File: src/axi_chan_pkg.sv
// AXI4 channel payloads and request/response bundles shared by the isolation stage.
// Import inside a module body, or use scoped names in port lists.
`default_nettype none

package axi_chan_pkg;

  // Bus widths
  localparam int unsigned AddrWidth = 32;
  localparam int unsigned DataWidth = 32;
  localparam int unsigned IdWidth   = 4;
  localparam int unsigned LenWidth  = 8;

  ////////////////////
  // Channel payloads
  ////////////////////

  // Write address, only id, addr and len are carried
  typedef struct packed {
    logic [IdWidth-1:0]   id;
    logic [AddrWidth-1:0] addr;
    logic [LenWidth-1:0]  len;
  } aw_chan_t;

  // Read address, same layout but kept as its own type
  typedef struct packed {
    logic [IdWidth-1:0]   id;
    logic [AddrWidth-1:0] addr;
    logic [LenWidth-1:0]  len;
  } ar_chan_t;

  typedef struct packed {
    logic [DataWidth-1:0] data;
    logic                 last;
  } w_chan_t;

  typedef struct packed {
    logic [IdWidth-1:0] id;
    logic [1:0]         resp;
  } b_chan_t;

  typedef struct packed {
    logic [IdWidth-1:0]   id;
    logic [DataWidth-1:0] data;
    logic [1:0]           resp;
    logic                 last;
  } r_chan_t;

  ////////////////////
  // Bundles
  ////////////////////

  // Manager to subordinate direction
  typedef struct packed {
    aw_chan_t aw;
    logic     aw_valid;
    w_chan_t  w;
    logic     w_valid;
    logic     b_ready;
    ar_chan_t ar;
    logic     ar_valid;
    logic     r_ready;
  } axi_req_t;

  // Subordinate to manager direction
  typedef struct packed {
    logic    aw_ready;
    logic    w_ready;
    b_chan_t b;
    logic    b_valid;
    logic    ar_ready;
    r_chan_t r;
    logic    r_valid;
  } axi_rsp_t;

endpackage

`default_nettype wire

File: src/isolate_pkg.sv
// Isolation state encoding and pending-transaction counter definitions.
// Used by the address path controllers and the W burst tracker.
`default_nettype none

package isolate_pkg;

  // Open transactions allowed per path before new requests stall
  localparam int unsigned NumPending = 4;

  // Enough bits to hold 0 up to NumPending
  localparam int unsigned CntWidth = $clog2(NumPending + 1);

  typedef logic [CntWidth-1:0] cnt_t;

  // Per-path isolation state
  typedef enum logic [1:0] {
    NORMAL,
    HOLD,
    DRAIN,
    ISOLATE
  } iso_state_e;

endpackage

`default_nettype wire

File: src/isolate_chan_ctrl.sv
// Isolation control for one AXI address path (AW or AR).
// Tracks open transactions and cuts the request once drained and isolated.
`timescale 1ns/1ps
`default_nettype none

module isolate_chan_ctrl #(
  parameter type chan_t = logic
) (
  input  logic  clk_i,
  input  logic  rst_i,
  input  logic  isolate_i,
  input  chan_t slv_chan_i,
  input  logic  slv_valid_i,
  output logic  slv_ready_o,
  output chan_t mst_chan_o,
  output logic  mst_valid_o,
  input  logic  mst_ready_i,
  input  logic  done_i,
  output logic  fire_o,
  output logic  isolated_o
);

  import isolate_pkg::*;

  iso_state_e state_q, state_d;
  cnt_t       cnt_q, cnt_d;
  logic       at_limit;

  // No more room for open transactions on this path
  assign at_limit = (cnt_q >= cnt_t'(NumPending));

  ////////////////////
  // Request path and next state
  ////////////////////

  always_comb begin
    state_d     = state_q;
    mst_chan_o  = slv_chan_i;
    mst_valid_o = slv_valid_i;
    slv_ready_o = mst_ready_i;
    unique case (state_q)
      NORMAL: begin
        if (at_limit) begin
          // Stall both sides until a completion frees a slot
          mst_valid_o = 1'b0;
          slv_ready_o = 1'b0;
          if (isolate_i) begin
            state_d = DRAIN;
          end
        end else if (slv_valid_i && !mst_ready_i) begin
          // Request already counted, keep it alive until accepted
          state_d = HOLD;
        end else if (isolate_i) begin
          state_d = DRAIN;
        end
      end
      HOLD: begin
        // AXI forbids withdrawing valid, so force it regardless of the manager
        mst_valid_o = 1'b1;
        if (mst_ready_i) begin
          state_d = isolate_i ? DRAIN : NORMAL;
        end
      end
      DRAIN: begin
        mst_chan_o  = '0;
        mst_valid_o = 1'b0;
        slv_ready_o = 1'b0;
        // Wait for all open responses
        if (cnt_q == '0) begin
          state_d = ISOLATE;
        end
      end
      ISOLATE: begin
        mst_chan_o  = '0;
        mst_valid_o = 1'b0;
        slv_ready_o = 1'b0;
        if (!isolate_i) begin
          state_d = NORMAL;
        end
      end
      default: begin
        state_d = ISOLATE;
      end
    endcase
  end

  // A request is counted once, at its first master-side valid in NORMAL
  assign fire_o     = (state_q == NORMAL) && mst_valid_o;
  assign isolated_o = (state_q == ISOLATE);

  ////////////////////
  // Pending counter
  ////////////////////

  always_comb begin
    cnt_d = cnt_q;
    if (fire_o && !done_i) begin
      cnt_d = cnt_q + cnt_t'(1);
    end else if (!fire_o && done_i) begin
      cnt_d = cnt_q - cnt_t'(1);
    end
    // Both at once leaves the count unchanged
  end

  always_ff @(posedge clk_i) begin
    if (rst_i) begin
      // Come out of reset isolated and idle
      state_q <= ISOLATE;
      cnt_q   <= '0;
    end else begin
      state_q <= state_d;
      cnt_q   <= cnt_d;
    end
  end

endmodule

`default_nettype wire

File: src/isolate_w_tracker.sv
// Tracks write bursts whose W data is still owed and gates the W channel.
// Fed with the AW fire pulse of the write address controller.
`timescale 1ns/1ps
`default_nettype none

module isolate_w_tracker (
  input  logic                  clk_i,
  input  logic                  rst_i,
  input  logic                  aw_fire_i,
  input  axi_chan_pkg::w_chan_t slv_w_i,
  input  logic                  slv_w_valid_i,
  output logic                  slv_w_ready_o,
  output axi_chan_pkg::w_chan_t mst_w_o,
  output logic                  mst_w_valid_o,
  input  logic                  mst_w_ready_i
);

  import isolate_pkg::*;

  cnt_t cnt_q;
  logic connect_w;
  logic last_beat;

  // W may flow once an AW has opened a burst, including the same cycle
  assign connect_w = (cnt_q != '0) || aw_fire_i;

  assign mst_w_o       = connect_w ? slv_w_i : '0;
  assign mst_w_valid_o = connect_w && slv_w_valid_i;
  assign slv_w_ready_o = connect_w && mst_w_ready_i;

  // Closing beat of a burst on the master side
  assign last_beat = mst_w_valid_o && mst_w_ready_i && mst_w_o.last;

  // Never exceeds the AW count, so the path counter width suffices
  always_ff @(posedge clk_i) begin
    if (rst_i) begin
      cnt_q <= '0;
    end else if (aw_fire_i && !last_beat) begin
      cnt_q <= cnt_q + cnt_t'(1);
    end else if (!aw_fire_i && last_beat) begin
      cnt_q <= cnt_q - cnt_t'(1);
    end
  end

endmodule

`default_nettype wire

File: src/axi_isolate.sv
// AXI4 isolation stage between a manager-facing slave port and a subordinate-facing master port.
// Raise isolate_i to drain open transactions; isolated_o reports both paths cut.
`timescale 1ns/1ps
`default_nettype none

module axi_isolate (
  input  logic                   clk_i,
  input  logic                   rst_i,
  input  logic                   isolate_i,
  output logic                   isolated_o,
  input  axi_chan_pkg::axi_req_t slv_req_i,
  output axi_chan_pkg::axi_rsp_t slv_rsp_o,
  output axi_chan_pkg::axi_req_t mst_req_o,
  input  axi_chan_pkg::axi_rsp_t mst_rsp_i
);

  import axi_chan_pkg::*;

  aw_chan_t mst_aw;
  logic     mst_aw_valid, slv_aw_ready, aw_fire, aw_done, aw_isolated;
  ar_chan_t mst_ar;
  logic     mst_ar_valid, slv_ar_ready, ar_done, ar_isolated;
  w_chan_t  mst_w;
  logic     mst_w_valid, slv_w_ready;
  logic     mst_b_ready, mst_r_ready;

  // Ready toward the subordinate is cut while the path is isolated
  assign mst_b_ready = aw_isolated ? 1'b0 : slv_req_i.b_ready;
  assign mst_r_ready = ar_isolated ? 1'b0 : slv_req_i.r_ready;

  // Completions as seen on the master side
  assign aw_done = mst_rsp_i.b_valid && mst_b_ready;
  assign ar_done = mst_rsp_i.r_valid && mst_r_ready && mst_rsp_i.r.last;

  ////////////////////
  // Address paths
  ////////////////////

  isolate_chan_ctrl #(
    .chan_t ( aw_chan_t )
  ) u_aw_ctrl (
    .clk_i       ( clk_i              ),
    .rst_i       ( rst_i              ),
    .isolate_i   ( isolate_i          ),
    .slv_chan_i  ( slv_req_i.aw       ),
    .slv_valid_i ( slv_req_i.aw_valid ),
    .slv_ready_o ( slv_aw_ready       ),
    .mst_chan_o  ( mst_aw             ),
    .mst_valid_o ( mst_aw_valid       ),
    .mst_ready_i ( mst_rsp_i.aw_ready ),
    .done_i      ( aw_done            ),
    .fire_o      ( aw_fire            ),
    .isolated_o  ( aw_isolated        )
  );

  // Read fire pulse has no consumer
  isolate_chan_ctrl #(
    .chan_t ( ar_chan_t )
  ) u_ar_ctrl (
    .clk_i       ( clk_i              ),
    .rst_i       ( rst_i              ),
    .isolate_i   ( isolate_i          ),
    .slv_chan_i  ( slv_req_i.ar       ),
    .slv_valid_i ( slv_req_i.ar_valid ),
    .slv_ready_o ( slv_ar_ready       ),
    .mst_chan_o  ( mst_ar             ),
    .mst_valid_o ( mst_ar_valid       ),
    .mst_ready_i ( mst_rsp_i.ar_ready ),
    .done_i      ( ar_done            ),
    .fire_o      (                    ),
    .isolated_o  ( ar_isolated        )
  );

  // W follows the AW path
  isolate_w_tracker u_w_tracker (
    .clk_i         ( clk_i             ),
    .rst_i         ( rst_i             ),
    .aw_fire_i     ( aw_fire           ),
    .slv_w_i       ( slv_req_i.w       ),
    .slv_w_valid_i ( slv_req_i.w_valid ),
    .slv_w_ready_o ( slv_w_ready       ),
    .mst_w_o       ( mst_w             ),
    .mst_w_valid_o ( mst_w_valid       ),
    .mst_w_ready_i ( mst_rsp_i.w_ready )
  );

  ////////////////////
  // Bundle assembly
  ////////////////////

  always_comb begin
    mst_req_o.aw       = mst_aw;
    mst_req_o.aw_valid = mst_aw_valid;
    mst_req_o.w        = mst_w;
    mst_req_o.w_valid  = mst_w_valid;
    mst_req_o.b_ready  = mst_b_ready;
    mst_req_o.ar       = mst_ar;
    mst_req_o.ar_valid = mst_ar_valid;
    mst_req_o.r_ready  = mst_r_ready;
    // Responses are zeroed toward the manager once the path is isolated
    slv_rsp_o.aw_ready = slv_aw_ready;
    slv_rsp_o.w_ready  = slv_w_ready;
    slv_rsp_o.b        = aw_isolated ? '0 : mst_rsp_i.b;
    slv_rsp_o.b_valid  = aw_isolated ? 1'b0 : mst_rsp_i.b_valid;
    slv_rsp_o.ar_ready = slv_ar_ready;
    slv_rsp_o.r        = ar_isolated ? '0 : mst_rsp_i.r;
    slv_rsp_o.r_valid  = ar_isolated ? 1'b0 : mst_rsp_i.r_valid;
  end

  assign isolated_o = aw_isolated && ar_isolated;

endmodule

`default_nettype wire

File: config.mk
export PLATFORM = sky130hd
export DESIGN_NAME = axi_isolate
export DESIGN_NICKNAME = d
export VERILOG_FILES = /design/src/axi_chan_pkg.sv /design/src/isolate_pkg.sv /design/src/isolate_chan_ctrl.sv /design/src/isolate_w_tracker.sv /design/src/axi_isolate.sv
export SDC_FILE = /design/constraint.sdc
export NUM_CORES = 1
export LEC_CHECK = 0
export ABC_AREA = 1
export BUFFER_PORTS_ARGS = -buffer_cell sky130_fd_sc_hd__buf_2
export CAP_MARGIN = 20
export CORE_AREA = 2 2 140 142
export CTS_CLUSTER_SIZE = 8
export DETAILED_ROUTE_END_ITERATION = 8
export DIE_AREA = 0 0 142 144
export PLACE_DENSITY = 0.48
export SLEW_MARGIN = 20
export SYNTH_ARGS = -nofsm -noshare
export SYNTH_HDL_FRONTEND = slang
export SYNTH_SLANG_ARGS = --single-unit
File: constraint.sdc
create_clock -name clk_i -period 3.55 [get_ports clk_i]
set_clock_uncertainty 0.05 [all_clocks]
set_input_delay 0.355 -clock clk_i [delete_from_list [all_inputs] [get_ports clk_i]]
set_output_delay 0.355 -clock clk_i [all_outputs]
set_load 0.1 [all_outputs]
==> Yosys cells after proc, flatten, opt, wreduce, memory -nomap -nowiden <==
Cells that the tools add are included.
{ "op_classes": {"n_addsub": 6, "magnitude_cmp": 2, "eq_ne": 12, "mux": 37, "reduce_logical": 38} }
{ "ops": {"columns": ["cell", "count"], "rows": [
  ["44-bit 2-to-1 mux", 2],
  ["39-bit 2-to-1 mux", 1],
  ["33-bit 2-to-1 mux", 1],
  ["2-bit 2-to-1 mux", 12],
  ["1-bit logical AND", 18],
  ["3-bit 2-to-1 mux", 6],
  ["2-bit case mux with 4 select lines", 2],
  ["3-bit by 1-bit adder with 3-bit output (second input constant)", 3],
  ["3-bit by 1-bit subtractor with 3-bit output (second input constant)", 3],
  ["2-bit == test (second input constant)", 4],
  ["1-bit 2-to-1 mux", 8],
  ["2-bit != test (second input constant)", 4],
  ["1-bit zero test", 7],
  ["3-bit >= comparator (second input constant)", 2],
  ["3-bit zero test", 2],
  ["6-bit 2-to-1 mux", 1],
  ["1-bit case mux with 3 select lines", 2],
  ["3-bit AND reduction", 2],
  ["2-bit nonzero test", 3],
  ["2-bit by 1-bit == test with 1-bit output (second input constant)", 2],
  ["2-bit zero test", 2],
  ["2-bit by 1-bit != test with 1-bit output (second input constant)", 2],
  ["1-bit case mux with 2 select lines", 2],
  ["2-bit OR reduction", 2],
  ["other kinds (2)", 2]
]} }
{ "word_totals": {"register_bits": 13, "in_bits": 179} }

==> Longest topological paths before layout <==
{ "depth": {"depth_word": 11, "ltp_mapped": 15} }

==> By module <==
Synthesis repeated with hierarchy kept, for this count alone.
{ "unflattened": {"cells_unflattened": 484, "hier_area_um2": 2625.0} }
{ "by_module_without_submodules": {"columns": ["mod", "instances", "cells_per_inst", "area_per_inst_um2"], "rows": [
  ["isolate_chan_ctrl", 2, 149, 745.7],
  ["isolate_w_tracker", 1, 67, 610.6],
  ["axi_isolate", 1, 119, 523.0]
]} }

==> Worst setup path before layout <==
OpenSTA, ideal clock, no wires.
{ "synth_timing": {"path_type": "flip-flop to flip-flop", "from": "register u_ar_ctrl.state_q[0]", "to": "register u_ar_ctrl.cnt_q[1]", "arrival_time_ps": 2852, "required_time_ps": 3384, "slack_ps": 532, "path_stages_with_launch": 10, "cell_sequence": "dfxtp_1 nand2_1 inv_1 nor2_1 nand3_1 ha_1 inv_1 fa_1 o21ai_0 nor2_1"} }
{ "synth_between": {"elab_chain_cells": 7, "word_cells_on_any_way": 16, "cone_classes": "3 x eq/ne; 3 x mux; 10 x reduce/logical"} }
{ "synth_lines": {"columns": ["item", "line_no", "rtl"], "rows": [
  ["start: declaration", "isolate_chan_ctrl.sv:25", "iso_state_e state_q, state_d;"],
  ["start signal: assignment", "isolate_chan_ctrl.sv:111", "state_q <= state_d;"],
  ["parallel branches: the longest is 5 deep, another holds 1-bit case mux with 3 select lines", null, null],
  ["1-bit logical AND (*)", "isolate_chan_ctrl.sv:97", "if (fire_o && !done_i) begin"],
  ["3-bit 2-to-1 mux (*)", "isolate_chan_ctrl.sv:97", null],
  ["via u_ar_ctrl.cnt_d[1]", "isolate_chan_ctrl.sv:26", "cnt_t cnt_q, cnt_d;"],
  ["end signal: assignment", "isolate_chan_ctrl.sv:112", "cnt_q <= cnt_d;"],
  ["end: declaration", "isolate_chan_ctrl.sv:26", null]
]} }
Mark *: on every way through the listed nets, which the timed path passes.
A chain may end at the register's enable or synchronous reset.

==> Worst setup path after layout <==
{ "layout_timing": {"from": "register u_aw_ctrl.state_q[1]", "to": "register u_w_tracker.cnt_q[2]"} }
{ "layout_between": {"elab_chain_cells": 11, "word_cells_on_any_way": 18, "cone_classes": "3 x eq/ne; 3 x mux; 12 x reduce/logical"} }
{ "layout_lines": {"columns": ["item", "line_no", "rtl"], "rows": [
  ["start: declaration", "isolate_chan_ctrl.sv:25", null],
  ["start signal: assignment", "isolate_chan_ctrl.sv:111", null],
  ["2-bit == test", "isolate_chan_ctrl.sv:41", "unique case (state_q)"],
  ["2-bit OR reduction (no source line)", null, null],
  ["1-bit case mux with 3 select lines", "isolate_chan_ctrl.sv:41", null],
  ["1-bit logical AND (*)", "isolate_chan_ctrl.sv:88", "assign fire_o = (state_q == NORMAL) && mst_valid_o;"],
  ["1-bit logical OR", "isolate_w_tracker.sv:25", "assign connect_w = (cnt_q != '0) || aw_fire_i;"],
  ["1-bit logical AND", "isolate_w_tracker.sv:28", "assign mst_w_valid_o = connect_w && slv_w_valid_i;"],
  ["1-bit logical AND (2 in a row)", "isolate_w_tracker.sv:32", "assign last_beat = mst_w_valid_o && mst_w_ready_i && mst_w_o.last;"],
  ["1-bit zero test", "isolate_w_tracker.sv:38", "end else if (aw_fire_i && !last_beat) begin"],
  ["1-bit logical AND", "isolate_w_tracker.sv:38", null],
  ["3-bit 2-to-1 mux or 2-bit nonzero test (tied branches)", null, null],
  ["end signal: assignment", "isolate_w_tracker.sv:39", "cnt_q <= cnt_q + cnt_t'(1);"],
  ["end signal: assignment", "isolate_w_tracker.sv:41", "cnt_q <= cnt_q - cnt_t'(1);"],
  ["end: declaration", "isolate_w_tracker.sv:20", "cnt_t cnt_q;"]
]} }
Mark *: on every way between the ends. The rest lies on a longest branch, timed or not.

==> metrics <==
status=completed; Unique masters post-synth=23; Top Metal Used=met5; WL met1=about 4300 um; # setup viols final=0; GPL Wtd Cong=about 0.76; Worst path slowest cell=fa_1; Iteration-0 DRC Markers=124; Crit path max-delay family=adder cells; die height=around 140 um; Mean Syn Cell Area=roughly 4.7 um2; Slew HR=0.656; first-pass GRT wire length=approximately 15,000 um; wire length on met2=between 5000 and 6000 um; Final Hold Violating Endpoints=0; Avg Vias per Cell=about 3.5; DRT Pass-1 Iters=4; Worst-path clk slew=approximately 50 ps; Sequential Area=around 260 um2; Syn Nets=roughly 690; Port Buf Inserts=approximately 360; routed len/inst=10.2 um; WHS Path Cells=2; YS warnings=0; WP depth=13; WS Path Type=flop to flop; Final TNS setup=0 ps; register area share after synthesis=0.109; Multi-input gate area=roughly 0.0012 mm2; Post-synth EDFFs=0; Core Footprint=between 0.015 and 0.02 mm2; die area=about 0.020 mm2; CTS root buffer=clkbuf_16; startpoint types=flop; worst skew pair latency=about 240 ps; io pins=about 360; post_cts resized=0; Mapped Cells=~500; GRT Overall Usage=0.0903; post-route ant nets=0; CTS buffer count=3; vias in the first global route=3,033; CTS Buffer Depth=2; critical-path cell list=inv_1, nand3_2, nand2_2, inv_4, nor2_2, nand3_1, ha_1, inv_1, fa_1, nand2_1, nand3_1, o21ai_0, a21oi_1; Post-CTS Setup Bufs=0; vias=approximately 3,700; post-synthesis cell area=approximately 0.0024 mm2; top_reg_cell synth=dfxtp_1; metal3 WL=about 1100 um; Initial Utilization=0.125; DPL Wire Length=approximately 9700 um; R2R depth=13; Least-Margin Pin Slew=between 500 and 600 ps; layout cells sized above 1=0.462; RSZ-0062 raised after global routing=no; Worst path max stage delay=between 400 and 500 ps; Worst EP arrival=2480 ps; GRT Residual Overflow=0; period utilisation layout=0.676; worst path bufs/invs=3; Hold WC Path Type=input port to flop; ys async rst share=0; # DRC=0; Placement Rows=around 50; clock tree sinks=13; Worst setup EP type=flop; pin count of the biggest net entering global routing=50; antenna violations before repair=2; CP max FO=35; Die Span X=around 140 um; Max-cap violations=0; TritonCTS clock tree=built; fin crit period=between 2000 and 2500 ps; H-tree depth=1; fin nets=~1,000; Seq cells post-synth=13; fin. max-slew vios=0; hold_buf cts=0; final wirelength=around 11,000 um; WP data required=3630 ps; Fmax achieved=~420 MHz; post-synthesis to final-layout area growth=84.3%; fillers=~2,200
-- metal layers --
| metal | global-route usage | vias up |
|---|---|---|
| met5 | 0 | - |
| met4 | 0.0174 | 2 |
| met3 | 0.0232 | 6 |
| met2 | 0.174 | 221 |
| met1 | 0.0997 | 1503 |
| li1 | - | 1998 |
-- final timing paths --
kind / from / to / slack (ps)
setup / recovery: u_aw_ctrl.state_q[1] / u_w_tracker.cnt_q[2] / 1150
hold / removal: rst_i / u_aw_ctrl.cnt_q[0] / 230
setup reg to reg: u_aw_ctrl.state_q[1] / u_w_tracker.cnt_q[2] / 1150
hold reg to reg: u_w_tracker.cnt_q[2] / u_w_tracker.cnt_q[2] / 420
-- cell families after synthesis --
family                   count (synthesis)  synth area share
AND/OR/NAND/NOR                        239             0.416
buffers and inverters                  226             0.391
AO/OA/AOI/OAI                           18            0.0389
flip-flops                              13             0.109
adder cells (fa/ha/maj)                  6            0.0411
XOR/XNOR                                 1           0.00368
-- state kept, by name, indices dropped and copies added, names as in the netlist --
name and count:
u_w_tracker.cnt_q 3, u_aw_ctrl.state_q 2, u_ar_ctrl.state_q 2, u_aw_ctrl.cnt_q 3, u_ar_ctrl.cnt_q 3
-- through the flow --
step | cell area (um2) | utilization | hold slack [ps] | setup WS [ps] | instances
6_report | 4380 | 0.230 | 226 | 1150 | 1078
5_1_grt | 4380 | 0.229 | 232 | 956 | 1077
4_1_cts | 4380 | 0.229 | 224 | 1130 | 1077
3_5_place_dp | 4300 | 0.225 | 415 | 1040 | 1073
3_3_place_gp | 4300 | 0.225 | 420 | 1050 | 1073
2_1_floorplan | 2380 | - | 377 | 532 | 503
-- cell type report --
cell class              count  area share
inverters                 200       0.172
diodes                      1    0.000571
repair buffers            358       0.411
multi-input cells         264       0.271
well taps                 238      0.0680
clock buffers               4      0.0180
flip-flops and latches     13      0.0597
-- placed cells by master (no fill, tap or decap) --
| cell type | netlist | layout |
|---|---|---|
| nand2_2 | 1 | 1 |
| o21ai_0 | 9 | 9 |
| clkbuf_16 | 0 | 3 |
| diode_2 | 0 | 1 |
| buf_2 | 15 | 355 |
| nor3_1 | 1 | 1 |
| nor2_4 | 1 | 1 |
| nand3_2 | 1 | 1 |
| ha_1 | 3 | 3 |
| inv_2 | 1 | 1 |
| dfxtp_1 | 13 | 12 |
| nor2_2 | 21 | 21 |
| inv_1 | 198 | 198 |
| nand3b_1 | 1 | 1 |
| nand3_1 | 14 | 14 |
| nor2_1 | 168 | 168 |
| fa_1 | 3 | 3 |
| nand2_1 | 31 | 31 |
| clkbuf_1 | 0 | 1 |
| xor2_1 | 1 | 1 |
| o21a_1 | 1 | 1 |
| buf_4 | 8 | 3 |
| dfxtp_2 | 0 | 1 |
| a21oi_1 | 8 | 8 |
| inv_4 | 1 | 1 |
-- synthesized netlist by cell type (3+ instances only) --
cell type  number  area [um2]
inv_1         198         743
nor2_1        168         631
nand2_1        31         116
nor2_2         21         131
buf_2          15        75.1
nand3_1        14        70.1
dfxtp_1        13         260
o21ai_0         9        45.0
a21oi_1         8        40.0
buf_4           8        60.1
fa_1            3        60.1
ha_1            3        37.5
Power is left out: the tool's default activity adds up to more than one toggle a clock period on the data nets, which glitch-free logic cannot reach.
